### config.mk
export PLATFORM = sky130hd
export DESIGN_NAME = block_drop_top
export DESIGN_NICKNAME = d
export VERILOG_FILES = /design/src/rtl/drop_pkg.sv /design/src/rtl/block_drop_top.sv /design/src/rtl/move_control.sv /design/src/rtl/piece_status.sv /design/src/rtl/square.sv
export SDC_FILE = /design/constraint.sdc
export NUM_CORES = 1
export LEC_CHECK = 0
export ABC_AREA = 1
export BUFFER_PORTS_ARGS = -buffer_cell sky130_fd_sc_hd__buf_2
export CAP_MARGIN = 30
export CORE_ASPECT_RATIO = 1.75
export CORE_MARGIN = 5
export CORE_UTILIZATION = 65
export CTS_CLUSTER_DIAMETER = 200
export DETAILED_ROUTE_END_ITERATION = 10
export PLACE_DENSITY = 0.89
export SLEW_MARGIN = 20
export SYNTH_ARGS = -nofsm -noshare
export SYNTH_HDL_FRONTEND = slang
export SYNTH_HIERARCHICAL = 1
export SYNTH_SLANG_ARGS = --single-unit
### constraint.sdc
create_clock -name reset -period 10.65 [get_ports reset]
set_input_delay 0.5325 -clock reset [delete_from_list [all_inputs] [get_ports reset]]
set_output_delay 0.5325 -clock reset [all_outputs]
set_load 0.1 [all_outputs]
### src/rtl/drop_pkg.sv
package drop_pkg;

    localparam int num_squares = 4;                 // Squares per piece
    localparam logic [9:0] square_size = 10'd20;    // Edge length in pixels

    // Top-left corner of one square
    typedef struct packed {
        logic [9:0] x;                              // Screen column
        logic [9:0] y;                              // Screen row
    } pos_t;

    // Per-cycle action strobes sent to every square
    typedef struct packed {
        logic load;                                 // Take spawn position
        logic left;                                 // Step x down
        logic right;                                // Step x up
        logic down;                                 // Step y up
    } move_t;

    typedef struct packed {
        logic [9:0] min_x;
        logic [9:0] min_y;
        logic [9:0] max_x;
        logic [9:0] max_y;
    } box_t;

    typedef struct packed {
        logic at_left;                              // At or past x_min
        logic at_right;                             // At or past x_max
        logic at_bottom;                            // At or past y_max
    } edge_t;

    typedef enum logic [1:0] {
        op_spawn = 2'd0,
        op_left  = 2'd1,
        op_right = 2'd2,
        op_down  = 2'd3
    } cmd_op_t;

    typedef enum logic [1:0] {
        shape_o   = 2'd0,                           // 2x2 block
        shape_i   = 2'd1,                           // Straight bar
        shape_tee = 2'd2,                           // T piece
        shape_l   = 2'd3                            // L piece
    } shape_t;

    typedef enum logic [1:0] {
        st_idle    = 2'd0,                          // No piece yet
        st_falling = 2'd1,                          // Piece under control
        st_landed  = 2'd2                           // Piece has settled
    } piece_state_t;

endpackage

### src/rtl/block_drop_top.sv
module block_drop_top
    import drop_pkg::*;
#(
    parameter logic [9:0] x_min = 10'd200,          // Field left bound
    parameter logic [9:0] x_max = 10'd400,          // Field right bound
    parameter logic [9:0] y_max = 10'd400,          // Field floor
    parameter logic [9:0] step  = 10'd20            // One move that divides the bounds
)
(
    input  logic                   reset,           // Clock
    input  logic                   clk,             // Async reset, active high
    input  logic                   cmd_valid,       // Command strobe from keyboard decoder
    input  cmd_op_t                cmd_op,
    input  shape_t                 cmd_shape,
    input  pos_t                   cmd_center,
    output pos_t [num_squares-1:0] squares,         // To renderer
    output box_t                   box,
    output piece_state_t           state,
    output logic [7:0]             landed_count
);

    move_t                     move;
    wire pos_t  [num_squares-1:0] load_pos;         // Spawn targets
    wire pos_t  [num_squares-1:0] sq_pos;           // Live square positions
    wire edge_t [num_squares-1:0] sq_flags;
    edge_t                     any_edge;
    logic                      landed_pulse;

    assign squares = sq_pos;

    move_control #(
        .step (step)
    ) u_ctrl (
        .reset        (reset),
        .clk          (clk),
        .cmd_valid    (cmd_valid),
        .cmd_op       (cmd_op),
        .cmd_shape    (cmd_shape),
        .cmd_center   (cmd_center),
        .any_edge     (any_edge),
        .move         (move),
        .load_pos     (load_pos),
        .state        (state),
        .landed_pulse (landed_pulse)
    );

    // One position register per square sharing the move strobes
    for (genvar i = 0; i < num_squares; i++)
    begin : g_sq
        square #(
            .x_min (x_min),
            .x_max (x_max),
            .y_max (y_max),
            .step  (step)
        ) u_sq (
            .reset      (reset),
            .clk        (clk),
            .move       (move),
            .load_pos   (load_pos[i]),
            .pos        (sq_pos[i]),
            .edge_flags (sq_flags[i])
        );
    end

    piece_status u_status (
        .reset        (reset),
        .clk          (clk),
        .squares      (sq_pos),
        .flags        (sq_flags),
        .landed_pulse (landed_pulse),
        .box          (box),
        .any_edge     (any_edge),
        .landed_count (landed_count)
    );

endmodule

### src/rtl/move_control.sv
module move_control
    import drop_pkg::*;
#(
    parameter logic [9:0] step = 10'd20                 // Distance of one move
)
(
    input  logic                   reset,               // Clock
    input  logic                   clk,                 // Async reset, active high
    input  logic                   cmd_valid,           // One-cycle command strobe
    input  cmd_op_t                cmd_op,
    input  shape_t                 cmd_shape,
    input  pos_t                   cmd_center,          // Spawn anchor for square 0
    input  edge_t                  any_edge,            // Edge flags ORed over the piece
    output move_t                  move,                // Strobes to all squares
    output pos_t [num_squares-1:0] load_pos,            // Spawn positions per square
    output piece_state_t           state,
    output logic                   landed_pulse         // One cycle per landing
);

    logic [num_squares-1:0][1:0] off_x;                 // Shape offsets in steps
    logic [num_squares-1:0][1:0] off_y;
    piece_state_t                state_next;
    logic                        land_now;              // Falling piece touches bottom
    logic                        falling;

    assign falling  = (state == st_falling);
    assign land_now = falling && any_edge.at_bottom;

    // Shape table packed as index 3 down to 0
    always_comb
    begin
        case (cmd_shape)
            shape_o:
            begin
                off_x = {2'd1, 2'd0, 2'd1, 2'd0};
                off_y = {2'd1, 2'd1, 2'd0, 2'd0};
            end
            shape_i:
            begin
                off_x = {2'd3, 2'd2, 2'd1, 2'd0};
                off_y = {2'd0, 2'd0, 2'd0, 2'd0};
            end
            shape_tee:
            begin
                off_x = {2'd1, 2'd2, 2'd1, 2'd0};
                off_y = {2'd1, 2'd0, 2'd0, 2'd0};
            end
            default:                                    // shape_l
            begin
                off_x = {2'd1, 2'd0, 2'd0, 2'd0};
                off_y = {2'd2, 2'd2, 2'd1, 2'd0};
            end
        endcase
    end

    // Scale offsets by step around the center
    always_comb
    begin
        for (int i = 0; i < num_squares; i++)
        begin
            load_pos[i].x = cmd_center.x + 10'(off_x[i]) * step;
            load_pos[i].y = cmd_center.y + 10'(off_y[i]) * step;
        end
    end

    // Whole piece moves or nothing does
    always_comb
    begin
        move = '0;
        if (cmd_valid)
        begin
            case (cmd_op)
                op_spawn: move.load  = !falling;        // Only without a live piece
                op_left:  move.left  = falling && !any_edge.at_left;
                op_right: move.right = falling && !any_edge.at_right;
                default:  move.down  = falling && !any_edge.at_bottom;
            endcase
        end
    end

    always_comb
    begin
        state_next = state;
        case (state)
            st_idle, st_landed:
                if (move.load)
                    state_next = st_falling;
            st_falling:
                if (land_now)
                    state_next = st_landed;
            default:
                state_next = st_idle;                   // Unused code
        endcase
    end

    always_ff @(posedge reset or posedge clk)
    begin
        if (clk)
        begin
            state        <= st_idle;
            landed_pulse <= 1'b0;
        end
        else
        begin
            state        <= state_next;
            landed_pulse <= land_now;                   // Aligned with entry to st_landed
        end
    end

endmodule

### src/rtl/piece_status.sv
module piece_status
    import drop_pkg::*;
(
    input  logic                    reset,          // Clock
    input  logic                    clk,            // Async reset, active high
    input  pos_t  [num_squares-1:0] squares,        // Positions of all squares
    input  edge_t [num_squares-1:0] flags,          // Edge flags of all squares
    input  logic                    landed_pulse,   // From control on landing
    output box_t                    box,            // Bounding box of top-left corners
    output edge_t                   any_edge,       // OR of all square flags
    output logic [7:0]              landed_count    // Pieces landed so far
);

    box_t  box_c;
    edge_t edge_c;

    // Seed from square 0 then sweep the rest
    always_comb
    begin
        box_c.min_x = squares[0].x;
        box_c.max_x = squares[0].x;
        box_c.min_y = squares[0].y;
        box_c.max_y = squares[0].y;
        edge_c      = flags[0];
        for (int i = 1; i < num_squares; i++)
        begin
            if (squares[i].x < box_c.min_x)
                box_c.min_x = squares[i].x;
            if (squares[i].x > box_c.max_x)
                box_c.max_x = squares[i].x;
            if (squares[i].y < box_c.min_y)
                box_c.min_y = squares[i].y;
            if (squares[i].y > box_c.max_y)
                box_c.max_y = squares[i].y;
            edge_c.at_left   = edge_c.at_left   | flags[i].at_left;
            edge_c.at_right  = edge_c.at_right  | flags[i].at_right;
            edge_c.at_bottom = edge_c.at_bottom | flags[i].at_bottom;
        end
    end

    assign box      = box_c;
    assign any_edge = edge_c;                       // Fed back for move gating

    // Counter lags the pulse by one edge
    always_ff @(posedge reset or posedge clk)
    begin
        if (clk)
        begin
            landed_count <= 8'd0;
        end
        else if (landed_pulse)
        begin
            landed_count <= landed_count + 8'd1;    // Wraps after 255
        end
    end

endmodule

### src/rtl/square.sv
module square
    import drop_pkg::*;
#(
    parameter logic [9:0] x_min = 10'd200,      // Left field bound
    parameter logic [9:0] x_max = 10'd400,      // Right field bound
    parameter logic [9:0] y_max = 10'd400,      // Floor
    parameter logic [9:0] step  = 10'd20        // Move distance
)
(
    input  logic  reset,                        // Clock
    input  logic  clk,                          // Async reset, active high
    input  move_t move,                         // Strobes from control
    input  pos_t  load_pos,                     // This square's spawn point
    output pos_t  pos,                          // Current top-left corner
    output edge_t edge_flags                    // Own edge contacts
);

    pos_t pos_next;

    // Control never raises more than one strobe at once
    always_comb
    begin
        pos_next = pos;
        if (move.load)
        begin
            pos_next = load_pos;
        end
        else if (move.left)
        begin
            pos_next.x = pos.x - step;
        end
        else if (move.right)
        begin
            pos_next.x = pos.x + step;
        end
        else if (move.down)
        begin
            pos_next.y = pos.y + step;
        end
    end

    always_ff @(posedge reset or posedge clk)
    begin
        if (clk)
        begin
            pos <= '0;                          // Parked at origin
        end
        else
        begin
            pos <= pos_next;
        end
    end

    // Bounds are enforced by control rather than clamped per square
    always_comb
    begin
        edge_flags.at_left   = (pos.x <= x_min);
        edge_flags.at_right  = (pos.x >= x_max);
        edge_flags.at_bottom = (pos.y >= y_max);
    end

endmodule

==> results of run 1 <==
[path summary, 6_finish.rpt]
check	to	slack, ns	cells past startpoint
setup / recovery	box[11]	3.33	27
hold / removal	u_ctrl/state[0]	0.13	2
setup reg to reg	g_sq[2].u_sq/pos[19]	6.58	15
hold reg to reg	g_sq[1].u_sq/pos[0]	0.51	2
max in group asynchronous	g_sq[3].u_sq/pos[8]	9.73	2
min in group reset	g_sq[0].u_sq/pos[10]	0.46	3
[flip-flops by register name (all words and copies together), names as in the netlist]
signal,cells
g_sq.u_sq/pos,80
u_status/landed_count,8
u_ctrl/state,2
u_ctrl/landed_pulse,1
[Yosys cell counts (5+ instances only)]
library cell / number
a21oi_1: 57
a21oi_2: 5
a31oi_1: 11
buf_2: 11
buf_4: 43
buf_6: 6
clkbuf_1: 13
dfrtp_1: 91
fa_1: 7
ha_1: 147
inv_1: 229
inv_2: 21
nand2_1: 534
nand2_2: 16
nand2_4: 5
nand3_1: 111
nand3_2: 8
nand3b_1: 16
nand4_1: 19
nor2_1: 80
nor3_1: 20
o211ai_1: 12
o21ai_0: 109
o21ai_1: 39
o21ai_2: 12
o21bai_1: 5
o22ai_1: 9
xnor2_1: 11
xor2_1: 44
[cells by family after synthesis]
kind of cell,after synthesis,synth area share [%]
flip-flops,91,19.8
multiplexers,1,0.0981
AND/OR/NAND/NOR,841,32.2
AO/OA/AOI/OAI,278,13.8
XOR/XNOR,55,4.20
buffers and inverters,327,12.6
adder cells (fa/ha/maj),154,17.2
[critical path, delay by kind of cell, from the launching register on]
kind	cells	cell delay [ns]
simple gates	10	1.97
compound gates	10	2.00
buf+inv	4	1.01
flops	1	0.45
fa+ha+maj	3	0.99
[metrics by stage]
step	area (sq um)	utilization [%]	hold WS [ns]	setup WS, ns
global placement	12100	69.4	0.460	4.00
floorplan	11500	-	0.286	3.05
detailed placement	12100	69.4	0.486	3.86
finish	12400	71.3	0.128	3.33
global route	12400	71.3	0.128	2.66
CTS	12400	71.1	0.114	3.44
[final cells by class]
cell class | instances | share of cell area [%]
clock buffers | 14 | 2.04
flip-flops and latches | 91 | 18.3
repair buffers | 165 | 6.90
multi-input cells | 1329 | 62.5
clock inverters | 2 | 0.282
inverters | 253 | 7.65
well taps | 231 | 2.32
[per-layer routing]
metal / routed length (microns) / part of all wire, %
met1: 12400 / 34
met2: 18700 / 52
met3: 1980 / 5.5
met4: 3130 / 8.6
met5: 0 / 0
==> results.py, run 1 <==
metrics = {
    "die": {
        "core_sq_um": 17500,
        "dieArea_sq_um": 20500,
        "io_pins": 157,
        "die_height_microns": 186,
        "die-width_microns": 110,
        "rows": 64,
        "initial_core_util_pct": 65.7,
    },
    "timing": {
        "fin_crit_sh_pct": 68.7,
        "relSlewSlack_pct": 46.6,
        "worst_slew_pin_slew_ns": 0.801,
        "fin_setup_tns_ns": 0,
        "layout_min_cycle_time_ns": 7.32,
        "final.setup_skew_ns": 0.0141,
        "rsz0062_at_grt": "no",
        "fmax_ghz": 0.137,
        "hold_viol_final": 0,
        "setup-violations-final": 0,
        "report.final.slew_viol_count": 0,
    },
    "synthesis": {
        "ys_warn_count": 6,
        "synth_top_cell_by_area": "dfrtp_1",
        "yosys_register_bits": 91,
        "seq_area_frac_synth_pct": 19.8,
        "synth_cell_types": 57,
        "synthArstFlopShare_pct": 100,
        "postSynthAreaPerCell_sq_um": 6.57,
        "synth_area_leaders": "dfrtp_1, nand2_1, ha_1",
        "syn-num-nets": 1928,
        "synth_top_area_share_pct": 19.8,
        "synthFlopType": "dfrtp_1",
        "netlist_instances": 1747,
        "syn-cell-area_sq_um": 11500,
        "synth_edf_count": 0,
    },
    "global_routing": {
        "grt_use_met1_pct": 34.2,
        "grt_start_max_net_pins": 47,
        "grt-busiest-layer": "met2",
        "antenna_found_initial": 0,
        "grt_pass1_wl_mm": 56.9,
        "overflow": 0,
        "grt_use_met2_pct": 63.8,
        "gr-usage-met3_pct": 4.03,
        "grt_usage_pct": 34.4,
        "grt_pass1_vias": 11600,
    },
    "clock_network": {
        "clock_latency_ns": 0.35,
        "cts_setup_buffers": 0,
        "tritoncts": "built",
        "root_buffer": "clkbuf_16",
        "path_clk_slew_ns": 0.07,
        "ctsResizeCount": 0,
        "clock_sinks": 91,
        "ctsHoldBuffers": 0,
        "ctsHtreeMaxLevel": 3,
        "cts.path.max_buffers": 2,
        "cts_made_buffers": 9,
    },
    "final_layout": {
        "drive_gt1_share_pct": 14.5,
        "multiInputGateArea_sq_um": 7780,
        "antenna_cells": 0,
        "layout_common_cells": "nand2_1, inv_1, buf_2, ha_1, nand3_1",
        "syn_to_final_growth_pct": 8.43,
        "nFillCells": 1583,
        "final_common_cell": "nand2_1",
        "layout.nets": 2030,
        "layout.cells.non_filler": 2085,
        "seqCellArea_sq_um": 2280,
    },
    "worst_hold_path": {
        "hold_class": "primary input to asynchronous set/reset pin",
    },
    "critical_path": {
        "cp_slowest_cell": "o21ai_0",
        "critical_path_class": "flop to output port",
        "critPathCaptureType": "output port",
        "critPathLaunchType": "flop",
        "cp_data_arrival_time_ns": 6.79,
        "crit_fanout": 20,
        "startpoint": "g_sq[0].u_sq/pos[17]",
        "r2r_start": "g_sq[0].u_sq/pos[10]",
        "required_ns": 10.12,
        "slowest_delay_ns": 0.59,
    },
    "outcome": {
        "status": "finished, final reports clean",
    },
    "place": {
        "post-dp-hpwl_mm": 28.4,
        "gp_congestion": 0.986,
        "post-place-cells": 2065,
        "io_buffers": 156,
    },
    "detailed_routing": {
        "drt_iter0_drc": 1033,
        "dr.pass1.iters": 6,
        "ant_nets": 0,
        "wirelength_mm": 36.2,
        "drc": 0,
        "via_count": 12100,
        "wl_per_cell_microns": 17.4,
        "post_drt_via_cell_ratio": 5.81,
    },
    "run": {
        "cap_violations": 0,
    },
}
Power of run 1 is left out: the tool's default activity adds up to more than one toggle a clock period on the data nets, which glitch-free logic cannot reach.
==> inputs of run 2 (changes only) <==
Settings changed: ABC_AREA 1 to 0, CORE_UTILIZATION 65 to 54, PLACE_DENSITY 0.89 to 0.79.
Clock period 10.65 ns to 6.6 ns, I/O delays scaled along.
==> run 2 against run 1 <==
Effect of this change: the flow now finishes with violations (setup timing); synthesized cell count is 27% lower; sequential share of layout area down 2.2 points; clock skew shrank 0.0071 ns.
==> results.py, run 2 <==
metrics = {
    "outcome": {
        "status": "finished, violations left",
        "failed_checks": "setup timing",
    },
    "timing": {
        "fin_crit_sh_pct": 102,
        "final.setup_skew_ns": 0.00702,
        "layout_min_cycle_time_ns": 6.70,
        "relSlewSlack_pct": 41.7,
        "worst_slew_pin_slew_ns": 0.872,
        "rsz0062_at_grt": "yes",
        "fmax_ghz": 0.149,
        "hold_viol_final": 0,
        "setup-violations-final": 29,
        "timing.hold.ws_ns": 0.253,
        "report.final.slew_viol_count": 0,
        "setup_slack_ns": -0.103,
    },
    "synthesis": {
        "synth_area_leaders": "dfrtp_1, ha_1, mux2i_1",
        "synth_top_cell_by_area": "dfrtp_1",
        "synth_most_common_cell": "ha_1",
        "synth_top_cells_by_count": "ha_1, inv_1, nand2_1, dfrtp_1",
        "postSynthAreaPerCell_sq_um": 8.61,
        "synthArstFlopShare_pct": 100,
        "seq_area_frac_synth_pct": 20.6,
        "synthFlopType": "dfrtp_1",
        "syn-cell-area_sq_um": 11100,
        "yosys_register_bits": 91,
        "synth_top_area_share_pct": 20.6,
        "syn-num-nets": 1465,
        "netlist_instances": 1284,
        "ys_warn_count": 6,
        "synth_cell_types": 75,
        "synth_edf_count": 0,
    },
    "clock_network": {
        "root_buffer": "clkbuf_16",
        "clock_latency_ns": 0.35,
        "tritoncts": "built",
        "path_clk_slew_ns": 0.07,
        "cts.path.max_buffers": 2,
        "clock_sinks": 91,
        "ctsHtreeMaxLevel": 3,
        "cts_made_buffers": 9,
    },
    "critical_path": {
        "r2r_slack_ns": 2.35,
        "slowest_delay_ns": 0.44,
        "timing.rr.end": "g_sq[0].u_sq/pos[17]",
        "critical-path-top-delay-family": "compound AO/OA/AOI/OAI gates",
        "critPathCaptureType": "output port",
        "r2r_start": "g_sq[1].u_sq/pos[13]",
        "critPathLaunchType": "flop",
        "reg2reg_depth": 13,
        "required_ns": 6.27,
        "cp_common_cell": "ha_1",
        "cp_slowest_cell": "dfrtp_2",
        "cp_data_arrival_time_ns": 6.37,
        "crit_fanout": 6,
        "cp_num_buf_inv": 6,
        "critical_path_class": "flop to output port",
    },
    "global_routing": {
        "grt_usage_pct": 32.5,
        "grt_pass1_vias": 11100,
        "grt_pass1_wl_mm": 59.8,
        "overflow": 0,
        "antenna_found_initial": 1,
        "grt_start_max_net_pins": 138,
    },
    "die": {
        "dieArea_sq_um": 23500,
        "core_sq_um": 20200,
        "die_height_microns": 199,
        "rows": 69,
        "die-width_microns": 118,
        "io_pins": 157,
        "initial_core_util_pct": 54.7,
    },
    "final_layout": {
        "multiInputGateArea_sq_um": 8690,
        "regMostFlops": "g_sq.u_sq/pos",
        "fin_area_sq_um": 14500,
        "layout.nets": 1665,
        "seqCellArea_sq_um": 2330,
        "layout.cells.non_filler": 1738,
        "final_util_pct": 71.6,
        "syn_to_final_growth_pct": 30.8,
        "nFillCells": 1552,
        "largest_reg_flops": 80,
        "drive_gt1_share_pct": 33.7,
        "top_regs": "g_sq.u_sq/pos: 80 flops, u_status/landed_count: 8 flops, u_ctrl/state: 2 flops",
        "final_common_cell": "inv_1",
        "layout_common_cells": "inv_1, ha_1, buf_2, nand2_1, buf_4",
    },
    "run": {
        "cap_violations": 0,
    },
    "worst_hold_path": {
        "hold_path.startpoint": "cmd_center[1]",
        "hold_class": "primary input to flop",
        "whs_endpoint": "g_sq[3].u_sq/pos[1]",
        "holdPathStages": 2,
    },
    "place": {
        "io_buffers": 156,
        "post-place-cells": 1673,
        "place_area_sq_um": 13000,
        "gp_congestion": 1.08,
        "post-dp-hpwl_mm": 30.7,
    },
    "detailed_routing": {
        "ant_nets": 0,
        "wl_per_cell_microns": 23.9,
        "via_count": 11000,
        "dr.pass1.iters": 6,
        "wirelength_mm": 41.5,
        "drc": 0,
        "drt_iter0_drc": 670,
        "post_drt_via_cell_ratio": 6.34,
    },
}
## run 2: how the worst max path moves through the flow
stage / start / endpoint / slack (ns) / cells past startpoint
2_1_floorplan: g_sq[0].u_sq/pos[7] / box[20] / -0.10 / 26
3_3_place_gp: g_sq[0].u_sq/pos[7] / box[22] / 0.16 / 26
3_5_place_dp: g_sq[0].u_sq/pos[3] / box[21] / -0.04 / 27
4_1_cts: g_sq[0].u_sq/pos[14] / box[36] / 0.0004 / 28
5_1_grt: g_sq[0].u_sq/pos[5] / box[6] / -0.22 / 31
6_report: g_sq[0].u_sq/pos[13] / box[15] / -0.10 / 27
## run 2: area by class of cell
class	count	area share, %
Clock buffer	10	1.65
Antenna cell	1	0.0173
Multi-Input combinational cell	986	60.1
Clock inverter	6	0.329
Sequential cell	91	16.1
Timing Repair Buffer	262	16.1
Inverter	134	3.55
Tap cell	248	2.15
## run 2: timing repair
action                                 4_1_cts  5_1_grt
pin swaps                                   13       45
hold buffers                                 1        0
gates cloned                                 1        5
resized for setup                           45      104
buffers inserted                            16       23
endpoints found under the hold margin       14        0
setup endpoints to repair                   39       40
## run 2: metrics by stage
| stage | TNS (ns) | setup slack (ns) |
|---|---|---|
| final | -1.34 | -0.103 |
| after global routing | -5.80 | -0.224 |
| after CTS | 0 | 0.000394 |
| after detailed placement | -0.225 | -0.0392 |
| after global placement | 0 | 0.158 |
| after floorplan | -1.03 | -0.103 |
## run 2: per-layer routing
metal	wire length, microns	GRT usage (%)	vias up
li1	-	-	4967
met1	13000	28.8	5260
met4	4620	29.3	0
met5	0	0	-
met2	21500	62.3	560
met3	2330	4.67	231
## run 2: cells by family after synthesis
kind of cell / Yosys count / share of synthesized area (%)
compound gates: 284 / 17.3
buf+inv: 210 / 9.02
fa+ha+maj: 155 / 18.0
simple gates: 320 / 15.1
xor+xnor: 93 / 7.37
mux: 131 / 12.6
flops: 91 / 20.6
Power of run 2 is left out for the same reason.
==> inputs of run 3 (changes only) <==
Settings changed: PLACE_DENSITY 0.79 to 0.81.
==> run 3 against run 2 <==
Effect of this change: the flow still finishes with violations (setup timing); global-route usage fell by 0.60 points; setup slack got worse by 0.27 ns; fmax fell by 3.8%; first-iteration DRC count rose by 47%; non-clock buffer count rose by 18; utilization rose by 0.13 points; worst hold slack got worse by 0.0091 ns; sequential cell count did not move; final cell count rose by 0.92%; die area did not move; largest cell class unchanged.
==> results.py, run 3 (synthesized netlist as in run 2, its figures left out) <==
metrics = {
    "place": {
        "post-dp-hpwl_mm": 29.4,
        "io_buffers": 156,
        "place_area_sq_um": 12900,
        "post-place-cells": 1674,
        "gp_congestion": 1.03,
    },
    "final_layout": {
        "layout.cells.non_filler": 1754,
        "largest_reg_flops": 80,
        "drive_gt1_share_pct": 34.9,
        "layout.nets": 1682,
        "regMostFlops": "g_sq.u_sq/pos",
        "final_common_cell": "ha_1",
        "final_util_pct": 71.7,
        "top_regs": "g_sq.u_sq/pos: 80 flops, u_status/landed_count: 8 flops, u_ctrl/state: 2 flops",
        "fin_area_sq_um": 14500,
        "antenna_cells": 0,
        "layout_common_cells": "ha_1, inv_1, buf_2, buf_4, nand2_1",
        "syn_to_final_growth_pct": 31.1,
    },
    "critical_path": {
        "critPathLaunchType": "flop",
        "cp_data_arrival_time_ns": 6.64,
        "critical-path-top-delay-family": "compound AO/OA/AOI/OAI gates",
        "required_ns": 6.27,
        "crit_fanout": 7,
        "cp_slowest_cell": "dfrtp_4",
        "slowest_delay_ns": 0.51,
        "cp_num_buf_inv": 5,
        "critPathCaptureType": "output port",
        "critical_path_class": "flop to output port",
    },
    "detailed_routing": {
        "wl_per_cell_microns": 24.3,
        "via_count": 11600,
        "drt_iter0_drc": 984,
        "drc": 0,
        "post_drt_via_cell_ratio": 6.59,
        "ant_nets": 0,
        "dr.pass1.iters": 6,
        "wirelength_mm": 42.7,
    },
    "global_routing": {
        "grt_start_max_net_pins": 130,
        "antenna_found_initial": 1,
        "grt_pass1_wl_mm": 59.5,
        "grt_usage_pct": 31.9,
        "grt_pass1_vias": 11300,
        "overflow": 0,
    },
    "clock_network": {
        "path_clk_slew_ns": 0.07,
        "root_buffer": "clkbuf_16",
        "clock_latency_ns": 0.36,
        "tritoncts": "built",
        "cts_made_buffers": 9,
        "clock_sinks": 91,
        "cts.path.max_buffers": 2,
        "ctsHtreeMaxLevel": 3,
    },
    "timing": {
        "setup_slack_ns": -0.368,
        "final.setup_skew_ns": 0.0112,
        "rsz0062_at_grt": "yes",
        "relSlewSlack_pct": 39.6,
        "fin_crit_sh_pct": 106,
        "report.final.slew_viol_count": 0,
        "layout_min_cycle_time_ns": 6.97,
        "fin_setup_tns_ns": -5.66,
        "fmax_ghz": 0.144,
        "hold_viol_final": 0,
        "setup-violations-final": 24,
        "worst_slew_pin_slew_ns": 0.904,
    },
    "die": {
        "initial_core_util_pct": 54.7,
        "die_height_microns": 199,
        "die-width_microns": 118,
        "rows": 69,
        "dieArea_sq_um": 23500,
        "core_sq_um": 20200,
        "io_pins": 157,
    },
    "worst_hold_path": {
        "hold_class": "primary input to flop",
    },
    "outcome": {
        "status": "finished, violations left",
        "failed_checks": "setup timing",
    },
    "run": {
        "cap_violations": 0,
    },
}
[run 3: changes by cell type in the layout (fill, tap and decap cells not counted), moves of 4 or more]
cell and delta:
a21oi_2 +4, buf_12 -9, buf_4 +27, inv_4 +4, mux2_1 +4, o21ai_1 -6
[run 3: routing by layer]
metal  up-vias  track usage, %  part of all wire [%]
met4         0            26.4                    11
met3       321            4.79                   6.8
met1      5467            29.6                    31
met5         -               0                     0
li1       5000               -                     -
met2       766            60.6                    51
[run 3: worst reg2reg max path: cells and delay by family, from the launching register on]
kind                     cells  cell delay, ns
flip-flops                   1            0.63
AO/OA/AOI/OAI                5            1.27
buffers and inverters        3            0.90
XOR/XNOR                     1            0.17
AND/OR/NAND/NOR              2            0.79
adder cells (fa/ha/maj)      1            0.32
[run 3: area by class of cell]
cell class	instances	area (sq um)
fill	1384	5710
inverter	134	528
clock inverter	7	67.6
clock buffer	9	225
sequential	91	2330
timing repair buffer	280	2350
tap	248	310
multi-input combinational	985	8680
[run 3: timing repair]
item | in CTS | in global routing
endpoints found under the hold margin | 11 | 0
hold buffers | 1 | 0
cloned | 2 | 2
pin swaps | 13 | 49
buffers inserted | 17 | 38
resized for setup | 36 | 149
setup endpoints to repair | 25 | 40
[run 3: final timing paths]
| check | cells past startpoint | end | from | slack (ns) |
|---|---|---|---|---|
| setup reg to reg | 12 | g_sq[3].u_sq/pos[17] | g_sq[3].u_sq/pos[13] | 2.42 |
| max in group asynchronous | 4 | g_sq[1].u_sq/pos[12] | clk | 5.55 |
| hold / removal | 2 | u_ctrl/state[0] | cmd_op[1] | 0.24 |
| hold reg to reg | 1 | u_status/landed_count[7] | u_status/landed_count[7] | 0.47 |
| setup / recovery | 27 | box[21] | g_sq[0].u_sq/pos[5] | -0.37 |
| min in group asynchronous | 3 | u_ctrl/state[1] | clk | 0.43 |
[run 3: metrics by stage]
stage	hold WS [ns]	worst slack, ns
floorplan	0.0836	-0.103
global placement	0.251	0.145
detailed placement	0.256	-0.0231
CTS	0.232	0.00703
global route	0.245	-0.517
finish	0.244	-0.368
Power of run 3 is left out for the same reason.
